**src/tag_pkg.sv**
```systemverilog
package tag_pkg;

	////////////////////////////////////////////////////////////
	// tag pool sizing
	////////////////////////////////////////////////////////////

	// host link tags are one byte wide
	localparam int tag_width = 8;

	// compute unit number carried in each record
	localparam int cu_id_width = 6;

	////////////////////////////////////////////////////////////
	// command record
	////////////////////////////////////////////////////////////

	// kind of command a tag was issued for
	typedef enum logic [1:0] {
		cmd_read     = 2'b00,
		cmd_write    = 2'b01,
		cmd_prefetch = 2'b10,
		cmd_flush    = 2'b11
	} cmd_type_t;

	// one record per outstanding tag
	// looked up again when the response comes back
	typedef struct packed {
		cmd_type_t               cmd_type;
		logic [cu_id_width-1:0]  cu_id;
	} tag_line_t;

	////////////////////////////////////////////////////////////
	// controller states
	////////////////////////////////////////////////////////////

	// reset clears the fill counter
	// fill loads the free-tag FIFO one tag per cycle
	// ready serves commands and returns
	typedef enum logic [1:0] {
		state_reset = 2'b00,
		state_fill  = 2'b01,
		state_ready = 2'b10
	} tag_state_t;

endpackage

```
**src/fifo_if.sv**
```systemverilog
`timescale 1ns/1ps

interface fifo_if import tag_pkg::*; ();

	// write side, owned by the controller
	logic                 push;
	logic [tag_width-1:0] data_in;
	logic                 flush;

	// read side, head is popped at the edge
	logic                 pop;
	logic [tag_width-1:0] data_out;

	// occupancy status from the buffer
	logic                 empty;
	logic                 almost_full;
	logic                 full;

	// controller steers push and pop
	modport ctrl (
		output push, data_in, flush, pop,
		input  data_out, empty, almost_full, full
	);

	// free-tag buffer side
	modport buffer (
		input  push, data_in, flush, pop,
		output data_out, empty, almost_full, full
	);

endinterface

```
**src/tag_fifo.sv**
```systemverilog
`timescale 1ns/1ps

module tag_fifo import tag_pkg::*; #(
	parameter int depth = 256
) (
	input logic        clock,
	input logic        rstn,
	fifo_if.buffer     fifo
);

	// pointer and occupancy widths
	localparam int aw = $clog2(depth);
	localparam int cw = $clog2(depth + 1);

	// free tag storage
	logic [tag_width-1:0] mem [depth];

	logic [aw-1:0] wr_ptr;
	logic [aw-1:0] rd_ptr;
	logic [cw-1:0] count;

	logic do_push;
	logic do_pop;

	////////////////////////////////////////////////////////////
	// qualified strobes
	////////////////////////////////////////////////////////////

	// pop only a real entry
	assign do_pop  = fifo.pop && !fifo.empty;
	// a full buffer still takes a push when the head leaves
	assign do_push = fifo.push && (!fifo.full || do_pop);

	////////////////////////////////////////////////////////////
	// pointers and count
	////////////////////////////////////////////////////////////

	always_ff @(posedge clock or negedge rstn) begin
		if (!rstn) begin
			wr_ptr <= '0;
			rd_ptr <= '0;
			count  <= '0;
		end else if (fifo.flush) begin
			// flush wins over push and pop
			wr_ptr <= '0;
			rd_ptr <= '0;
			count  <= '0;
		end else begin
			if (do_push) begin
				// wrap at depth which need not be a power of two
				wr_ptr <= (wr_ptr == aw'(depth - 1)) ? '0 : wr_ptr + 1'b1;
			end
			if (do_pop) begin
				rd_ptr <= (rd_ptr == aw'(depth - 1)) ? '0 : rd_ptr + 1'b1;
			end
			case ({do_push, do_pop})
				2'b10:   count <= count + 1'b1;
				2'b01:   count <= count - 1'b1;
				default: count <= count;
			endcase
		end
	end

	// write port
	always_ff @(posedge clock) begin
		if (do_push && !fifo.flush) begin
			mem[wr_ptr] <= fifo.data_in;
		end
	end

	////////////////////////////////////////////////////////////
	// head and status
	////////////////////////////////////////////////////////////

	// show-ahead head visible while not empty
	assign fifo.data_out    = mem[rd_ptr];
	assign fifo.empty       = (count == '0);
	assign fifo.almost_full = (count == cw'(depth - 1));
	assign fifo.full        = (count == cw'(depth));

	// underflow means a tag was issued twice
	a_no_pop_empty: assert property (@(posedge clock) disable iff (!rstn)
		fifo.pop && !fifo.flush |-> !fifo.empty);

	// overflow means a tag came back that was never issued
	a_no_push_full: assert property (@(posedge clock) disable iff (!rstn)
		fifo.push && fifo.full && !fifo.flush |-> fifo.pop);

endmodule

```
**src/tag_ram.sv**
```systemverilog
`timescale 1ns/1ps

module tag_ram import tag_pkg::*; (
	input  logic                 clock,

	// record write at command issue
	input  logic                 we,
	input  logic [tag_width-1:0] wr_addr,
	input  tag_line_t            wr_line,

	// lookup for the response path
	input  logic [tag_width-1:0] rd_addr1,
	output tag_line_t            rd_line1,

	// lookup for the read-data path
	input  logic [tag_width-1:0] rd_addr2,
	output tag_line_t            rd_line2
);

	////////////////////////////////////////////////////////////
	// one record per possible tag value
	////////////////////////////////////////////////////////////

	// full tag space, independent of pool size
	tag_line_t mem [2**tag_width];

	// write port
	always_ff @(posedge clock) begin
		if (we) begin
			mem[wr_addr] <= wr_line;
		end
	end

	// two registered read ports
	// same-address write in the same cycle returns the old record
	always_ff @(posedge clock) begin
		rd_line1 <= mem[rd_addr1];
		rd_line2 <= mem[rd_addr2];
	end

endmodule

```
**src/tag_control.sv**
```systemverilog
`timescale 1ns/1ps

module tag_control import tag_pkg::*; #(
	parameter int tag_count = 256
) (
	input  logic                 clock,
	input  logic                 rstn,
	input  logic                 enable,

	// command issue and tag return strobes
	input  logic                 command_valid,
	input  logic                 response_valid,
	input  logic [tag_width-1:0] response_tag,

	// high while a free tag is on offer
	output logic                 tag_ready,

	fifo_if.ctrl                 fifo
);

	tag_state_t state;
	tag_state_t next_state;

	// one bit wider so tag_count of 256 fits
	logic [tag_width:0] fill_count;
	logic               last_fill;

	// last tag of the pool is being pushed
	assign last_fill = (fill_count == (tag_width + 1)'(tag_count - 1));

	////////////////////////////////////////////////////////////
	// state machine
	////////////////////////////////////////////////////////////

	always_ff @(posedge clock or negedge rstn) begin
		if (!rstn) begin
			state <= state_reset;
		end else if (!enable) begin
			// disabled, restart from reset
			state <= state_reset;
		end else begin
			state <= next_state;
		end
	end

	always_comb begin
		next_state = state;
		case (state)
			state_reset: begin
				next_state = state_fill;
			end
			state_fill: begin
				// stop after the last pool tag goes in
				if (last_fill) begin
					next_state = state_ready;
				end
			end
			state_ready: begin
				next_state = state_ready;
			end
			default: begin
				next_state = state_reset;
			end
		endcase
	end

	////////////////////////////////////////////////////////////
	// fill counter
	////////////////////////////////////////////////////////////

	// counts tags 0 to tag_count-1
	always_ff @(posedge clock or negedge rstn) begin
		if (!rstn) begin
			fill_count <= '0;
		end else if (!enable || state != state_fill) begin
			fill_count <= '0;
		end else begin
			fill_count <= fill_count + 1'b1;
		end
	end

	////////////////////////////////////////////////////////////
	// FIFO steering
	////////////////////////////////////////////////////////////

	always_comb begin
		fifo.push    = 1'b0;
		fifo.pop     = 1'b0;
		fifo.data_in = response_tag;
		case (state)
			state_fill: begin
				// one pool tag per cycle
				fifo.push    = 1'b1;
				fifo.data_in = fill_count[tag_width-1:0];
			end
			state_ready: begin
				// returned tag back into the pool
				fifo.push = response_valid;
				// issued tag leaves the head
				fifo.pop  = command_valid;
			end
			default: begin
				fifo.push = 1'b0;
				fifo.pop  = 1'b0;
			end
		endcase
	end

	// pool is cleared while disabled
	assign fifo.flush = !enable;

	assign tag_ready = (state == state_ready) && !fifo.empty;

	// requester must wait for a free tag
	a_cmd_when_ready: assert property (@(posedge clock) disable iff (!rstn)
		command_valid |-> tag_ready);

	// a return into a full pool with nothing leaving
	a_no_overflow: assert property (@(posedge clock) disable iff (!rstn)
		(state == state_ready) && response_valid && fifo.full |-> command_valid);

	// fill ends with exactly the whole pool in the buffer
	a_fill_full: assert property (@(posedge clock) disable iff (!rstn)
		(state == state_fill) && last_fill && enable |->
			fifo.almost_full ##1 fifo.full);

endmodule

```
**src/tag_manager.sv**
```systemverilog
`timescale 1ns/1ps

module tag_manager import tag_pkg::*; #(
	parameter int tag_count = 256
) (
	input  logic                 clock,
	input  logic                 rstn,
	input  logic                 enable,

	// command side
	input  logic                 command_valid,
	input  tag_line_t            command_line,
	output logic [tag_width-1:0] command_tag,
	output logic                 tag_ready,

	// response side
	input  logic                 response_valid,
	input  logic [tag_width-1:0] response_tag,
	output tag_line_t            response_line,

	// read-data side
	input  logic [tag_width-1:0] data_read_tag,
	output tag_line_t            data_read_line
);

	////////////////////////////////////////////////////////////
	// free-tag pool
	////////////////////////////////////////////////////////////

	fifo_if tag_fifo_bus ();

	// sequencing and push/pop steering
	tag_control #(
		.tag_count      (tag_count)
	) i_tag_control (
		.clock          (clock),
		.rstn           (rstn),
		.enable         (enable),
		.command_valid  (command_valid),
		.response_valid (response_valid),
		.response_tag   (response_tag),
		.tag_ready      (tag_ready),
		.fifo           (tag_fifo_bus)
	);

	// one slot per pool tag
	tag_fifo #(
		.depth          (tag_count)
	) i_tag_fifo (
		.clock          (clock),
		.rstn           (rstn),
		.fifo           (tag_fifo_bus)
	);

	// head of the pool is the tag on offer
	assign command_tag = tag_fifo_bus.data_out;

	////////////////////////////////////////////////////////////
	// tag to compute unit bookkeeping
	////////////////////////////////////////////////////////////

	// record written at the issued tag
	tag_ram i_tag_ram (
		.clock          (clock),
		.we             (command_valid),
		.wr_addr        (command_tag),
		.wr_line        (command_line),
		.rd_addr1       (response_tag),
		.rd_line1       (response_line),
		.rd_addr2       (data_read_tag),
		.rd_line2       (data_read_line)
	);

endmodule

```
**config.mk**
```make
export PLATFORM = sky130hd
export DESIGN_NAME = tag_manager
export DESIGN_NICKNAME = d
export VERILOG_FILES = /design/src/tag_pkg.sv /design/src/fifo_if.sv /design/src/tag_fifo.sv /design/src/tag_ram.sv /design/src/tag_control.sv /design/src/tag_manager.sv
export SDC_FILE = /design/constraint.sdc
export NUM_CORES = 2
export LEC_CHECK = 0
export BUFFER_PORTS_ARGS = -buffer_cell sky130_fd_sc_hd__clkbuf_2
export CAP_MARGIN = 10
export CORE_ASPECT_RATIO = 0.8
export CORE_UTILIZATION = 35
export DETAILED_ROUTE_END_ITERATION = 12
export PLACE_DENSITY_LB_ADDON = 0.1
export SYNTH_ARGS = -nofsm -noshare
export SYNTH_HDL_FRONTEND = slang
export SYNTH_SLANG_ARGS = --single-unit
```
**constraint.sdc**
```tcl
create_clock -name clock -period 6 [get_ports clock]
set_clock_uncertainty 0.1 [all_clocks]
set_input_delay 1.2 -clock clock [delete_from_list [all_inputs] [get_ports clock]]
set_output_delay 1.2 -clock clock [all_outputs]
set_load 0.05 [all_outputs]
```
-- Word level (Yosys, flattened, before mapping)
Memories as Yosys holds them, arrays and structs flattened. A register that Yosys moved wholly into a read port is not among the register bits.
Index checks and enable logic that the tools add are counted.
- bits in registers: 36
- bits in writable memories: 4096
- input bits: 29
- output and inout port bits: 25
- word-level logic and storage cells: 55
- memories: 2
- memories (name ; words ; bits a word ; read ports ; clocked after memory_dff ; write ports ; RTL line ; RTL):
    i_tag_fifo.mem ; 256 ; 8 ; 1 ; 0 ; 1 ; tag_fifo.sv:16 ; logic [tag_width-1:0] mem [depth];
    i_tag_ram.mem ; 256 ; 8 ; 2 ; 2 ; 1 ; tag_ram.sv:25 ; tag_line_t mem [2**tag_width];
- add/sub/neg operators: 5
- equality and inequality tests: 13
- mux-type cells: 19
- reduce and logical (&&, ||, !) cells: 11
- operators by type and width (cell ; count):
    $mux 8 ; 7
    $add 9x1->9 const B ; 2
    $mux 9 ; 2
    $pmux 9 s2 ; 1
    $add 8x1->8 const B ; 2
    $eq 8x8->1 const B ; 2
    $eq 9x8->1 const B ; 1
    $eq 9x9->1 const B ; 1
    $logic_not 9->1 ; 1
    $sub 9x1->9 const B ; 1
    $ne 2x1->1 const B ; 3
    $pmux 2 s3 ; 1
    $mux 1 ; 5
    $eq 2x1->1 const B ; 2
    $eq 2x2->1 const B ; 2
    $logic_and 1x1->1 ; 4
    $mux 2 ; 2
    $logic_not 1->1 ; 3
    $ne 3x1->1 const B ; 1
    $ne 3x2->1 const B ; 1
    $logic_not 2->1 ; 1
    $logic_or 1x1->1 ; 2
    $pmux 1 s2 ; 1

-- Depth between registers and ports, before layout
- depth in word-level cells: 8
- gate-level depth with buffers: 19
- gate-level depth less buffers: 15

-- By module
From an unflattened synthesis, not the netlist that was laid out.
- cells, all modules: 8740
- area, all modules: 178537.5 sq um
- by module, submodules not included (module ; times used ; cells an instance ; area an instance (sq um) ; sequential area each (sq um)):
    tag_ram ; 1 ; 4847 ; 96973.0 ; 61819.3
    tag_fifo ; 1 ; 3828 ; 80912.6 ; 62124.6
    tag_control ; 1 ; 65 ; 651.9 ; 275.3

-- Least setup slack after synthesis
No wires, ideal clock.
- kind: flip-flop to flip-flop
- start: register i_tag_fifo.rd_ptr[0]
- end: memory i_tag_ram.mem[83][0] (netlist bit) (enable)
- library setup time: 0.383 ns
- arrival: 4.687 ns
- data required time: 5.517 ns
- slack: 0.829 ns
- stages on the path, launching flop included: 14
- buffers on the path: 6
- clock period less this slack: 5.171 ns
- path through: dfrtp_1 buf_6 buf_8 buf_8 buf_8 buf_8 buf_4 nand2_1 a31oi_1 and3_1 o22ai_1 a221oi_1 nand2_1 nor3_1
- cells in the longest elaborated chain, start to end: 1
- ends and longest elaborated chain (item ; RTL line ; RTL):
    start, declared ; tag_fifo.sv:19 ; logic [aw-1:0] rd_ptr;
    start signal, assigned ; tag_fifo.sv:54 ; rd_ptr <= (rd_ptr == aw'(depth - 1)) ? '0 : rd_ptr + 1'b1;
    $mem_v2 256x8 ; n/a ;
    named net command_tag[0] ; tag_manager.sv:13 ; output logic [tag_width-1:0] command_tag,
    end, declared ; tag_ram.sv:25 ;
The timed path passes the listed nets, and every way through them passes these cells.

-- Worst setup path in the final report
- start: register i_tag_fifo.rd_ptr[4]
- end: output command_tag[1]
- cells in the longest elaborated chain, start to end: 1
- ends and longest elaborated chain (item ; RTL line):
    $mem_v2 256x8 ; n/a
    end, declared ; tag_manager.sv:13
No other way between the ends.

==> impl_metrics.env <==
export IMPL_cts_root_buf="clkbuf_16"
export IMPL_start_kind="flip-flop"
export IMPL_grtUsageMet3=0.04839
export IMPL_synth_edf_count=4096
export IMPL_routed_wl_um=588000
export IMPL_leakage_uw=0.06449
export IMPL_worstReg2RegStart="i_tag_fifo.rd_ptr[4]"
export IMPL_clock_sinks=4148
export IMPL_startpoint="i_tag_fifo.rd_ptr[4]"
export IMPL_worstSetupPathType="flip-flop to output port"
export IMPL_yosys_warnings=0
export IMPL_grt_ovfl_total=0
export IMPL_gp_congestion=0.8546
export IMPL_dpl_cell_count=15110
export IMPL_crit_fanout=25
export IMPL_ir_drop_mv=0.2685
export IMPL_layout_commonest_cell="edfxtp_1"
export IMPL_synth_ff_type="edfxtp_1"
export IMPL_critical_path_endpoint="command_tag[1]"
export IMPL_drv_cap=0
export IMPL_relSlewSlack=0.1472
export IMPL_worstPathArrival_ns=4.76
export IMPL_dpl_hpwl_um=388400
export IMPL_gr_max_usage_layer="met1"
export IMPL_clk_path_buf_depth=4
export IMPL_hold_viol_final=0
export IMPL_htree_num_levels=5
export IMPL_min_period_over_period=1.010
export IMPL_drc_errors=0
export IMPL_grt_usage=0.2278
export IMPL_drtAntennaViolNets=0
export IMPL_critical_path_required_ns=4.70
export IMPL_reg2regPathDepth=14
export IMPL_grt_pass1_wl_um=808300
export IMPL_dr_pass1_iters=6
export IMPL_maxSlewViolCount=0
export IMPL_antenna_found_initial=51
export IMPL_tightest_slew_ns=1.275
export IMPL_nFillCells=43870
export IMPL_timing_final_ws_setup_ns=-0.05932
export IMPL_violations="setup timing"
export IMPL_yosysSeqAreaShare=0.6995
export IMPL_ios=54
export IMPL_area_growth_pct=17.32
export IMPL_critPathCaptureType="output port"
export IMPL_worstReg2RegEnd="i_tag_ram.mem[34][2]"
export IMPL_fmax_ghz=0.1650
export IMPL_port_buffers=53
export IMPL_syn_area_per_cell_um2=21.97
export IMPL_die_w_um=798.4
export IMPL_rsz0062_at_grt="yes"
export IMPL_finalSetupViolations=2
export IMPL_drt_first_iter_violations=11290
export IMPL_row_count=233
export IMPL_dieArea_um2=510200
export IMPL_vias_per_cell=5.853
export IMPL_die_h_um=639.1
export IMPL_r2r_slack_ns=0.24
export IMPL_netlist_area_um2=177600
export IMPL_hold_path_class="primary input to asynchronous set/reset pin"
export IMPL_layout_common_cells="edfxtp_1, mux4_2, buf_4, nor2_1, clkbuf_16"
export IMPL_synthArstFlopShare=0.008679
export IMPL_final_cells=16000
export IMPL_clk_pin_slew_ns=0.06
export IMPL_synth_seq_cells=4148
export IMPL_core_area_um2=504300
export IMPL_yosysUniqueCellTypes=91
export IMPL_clock_latency_ns=1.05
export IMPL_stdcell_area_um2=208300
export IMPL_drive_gt1_frac=0.3907
export IMPL_power_uw=67990
export IMPL_initial_core_util=0.3521
export IMPL_nets=8967
export IMPL_synth_nets=8130
export IMPL_wl_per_cell_um=36.76
export IMPL_vias=93640
export IMPL_use_met2=0.3219
export IMPL_powerDensity_nw_per_um2=326.3
export IMPL_met1_usage=0.3640
export IMPL_grt_pass1_vias=94190
export IMPL_syn_inst=8083
export IMPL_cts_hold_buf=0
export IMPL_outcome="complete, but fails checks"
export IMPL_cts_buffers=441
export IMPL_placed_cell_area_um2=192500
export IMPL_cts_tree="done"
export IMPL_grt_max_degree=159
export IMPL_period_needed_ns=6.059
==> worst min-delay path by stage <==
stage	start	endpoint	cells after the start
after floorplan	i_tag_control.fill_count[0]	i_tag_control.fill_count[0]	1
after global placement	i_tag_control.fill_count[0]	i_tag_control.fill_count[0]	1
after detailed placement	i_tag_control.fill_count[0]	i_tag_control.fill_count[0]	1
after CTS	rstn	i_tag_control.state[0]	2
after global routing	rstn	i_tag_fifo.count[3]	2
final	rstn	i_tag_fifo.count[3]	2
==> logic make-up after synthesis <==
kind of cell / count (synthesis) / synth area share
xor gates and xnor gates: 17 / 0.0008384
adders and majority gates: 18 / 0.001311
AOI/OAI and AO/OA: 352 / 0.01430
and+or+nand+nor: 912 / 0.02275
buffers and inverters: 597 / 0.01704
muxes: 2039 / 0.2443
DFF: 4148 / 0.6995
==> layer usage <==
metal	part of all wire	vias up
met3	0.087	638
met4	0.019	4
met2	0.43	4137
li1	-	36680
met1	0.47	52180
met5	0.000044	-
==> flip-flops by register name, summed over array words and instances, names as in the netlist <==
signal / flops
i_tag_fifo.mem: 2048
i_tag_ram.mem: 2048
i_tag_fifo.wr_ptr: 8
i_tag_ram.rd_line1: 8
i_tag_ram.rd_line2: 8
i_tag_control.state: 2
i_tag_fifo.count: 9
i_tag_fifo.rd_ptr: 8
i_tag_control.fill_count: 9
==> per-stage QoR <==
step | worst slack (ns) | hold WS (ns) | TNS [ns] | util
2_1_floorplan | 0.8292 | 0.3493 | 0 | -
3_3_place_gp | -0.4732 | 0.4051 | -39.14 | 0.3816
3_5_place_dp | -0.3191 | 0.4169 | -28.97 | 0.3816
4_1_cts | -0.06473 | 0.09350 | -0.1282 | 0.4126
5_1_grt | -0.03905 | 0.1512 | -0.05818 | 0.4130
6_report | -0.05932 | 0.1630 | -0.1178 | 0.4131
==> synth_stat cells, types with 11 or more instances <==
master,number,share of area
a211oi_1,11,0.00047
a21oi_1,68,0.0019
a221oi_1,33,0.0016
a22oi_1,59,0.0025
a31oi_1,15,0.00053
and2_1,20,0.00070
buf_1,116,0.0025
buf_2,65,0.0018
buf_4,41,0.0017
buf_6,48,0.0030
buf_8,15,0.0013
clkbuf_1,286,0.0060
dfrtp_1,36,0.0051
dfxtp_1,16,0.0018
edfxtp_1,4096,0.69
ha_1,17,0.0012
inv_1,20,0.00042
mux2_2,36,0.0023
mux2i_1,176,0.0099
mux4_1,16,0.0024
mux4_2,1811,0.23
nand2_1,157,0.0033
nand2b_1,14,0.00049
nand3_1,49,0.0014
nor2_1,510,0.011
nor2_2,34,0.0012
nor2b_1,25,0.00088
nor3_1,35,0.00099
o21ai_0,39,0.0011
o221ai_1,21,0.0010
xnor2_1,13,0.00064
==> where the power goes <==
part / internal [uW] / leakage (uW) / total, uW / switching [uW]
clock: 15700 / 0.00699 / 27500 / 11800
combinational: 2680 / 0.0199 / 7460 / 4790
sequential: 32900 / 0.0376 / 33000 / 53.8
total: 51300 / 0.0645 / 68000 / 16700
==> area by class of cell <==
cell class | instances | area (um2) | share of cell area
sequential | 4148 | 124200 | 0.5963
multi-input combinational | 3338 | 51150 | 0.2455
clock buffer | 531 | 11630 | 0.05580
timing repair buffer | 967 | 10130 | 0.04861
tap | 6697 | 8379 | 0.04022
clock inverter | 273 | 2664 | 0.01279
inverter | 24 | 113.9 | 0.0005465
antenna | 20 | 50.05 | 0.0002402
==> worst max-delay path, stage by stage, from the launching register on <==
cell	delay, ns
dfrtp_4	0.72
nor2b_1	0.80
nand2_1	0.46
a2111oi_0	0.63
a21oi_2	0.14
nand4_1	0.22
a32oi_4	0.21
buf_6	0.21
clkinvlp_4	0.13
buf_12	0.15
==> what timing repair did <==
action,CTS,global route
gates resized for setup,123,30
cloned,7,0
buffers inserted,51,6
pin swaps,13,9
endpoints found under the setup margin,321,7
Power figures use the tool's default switching activity.
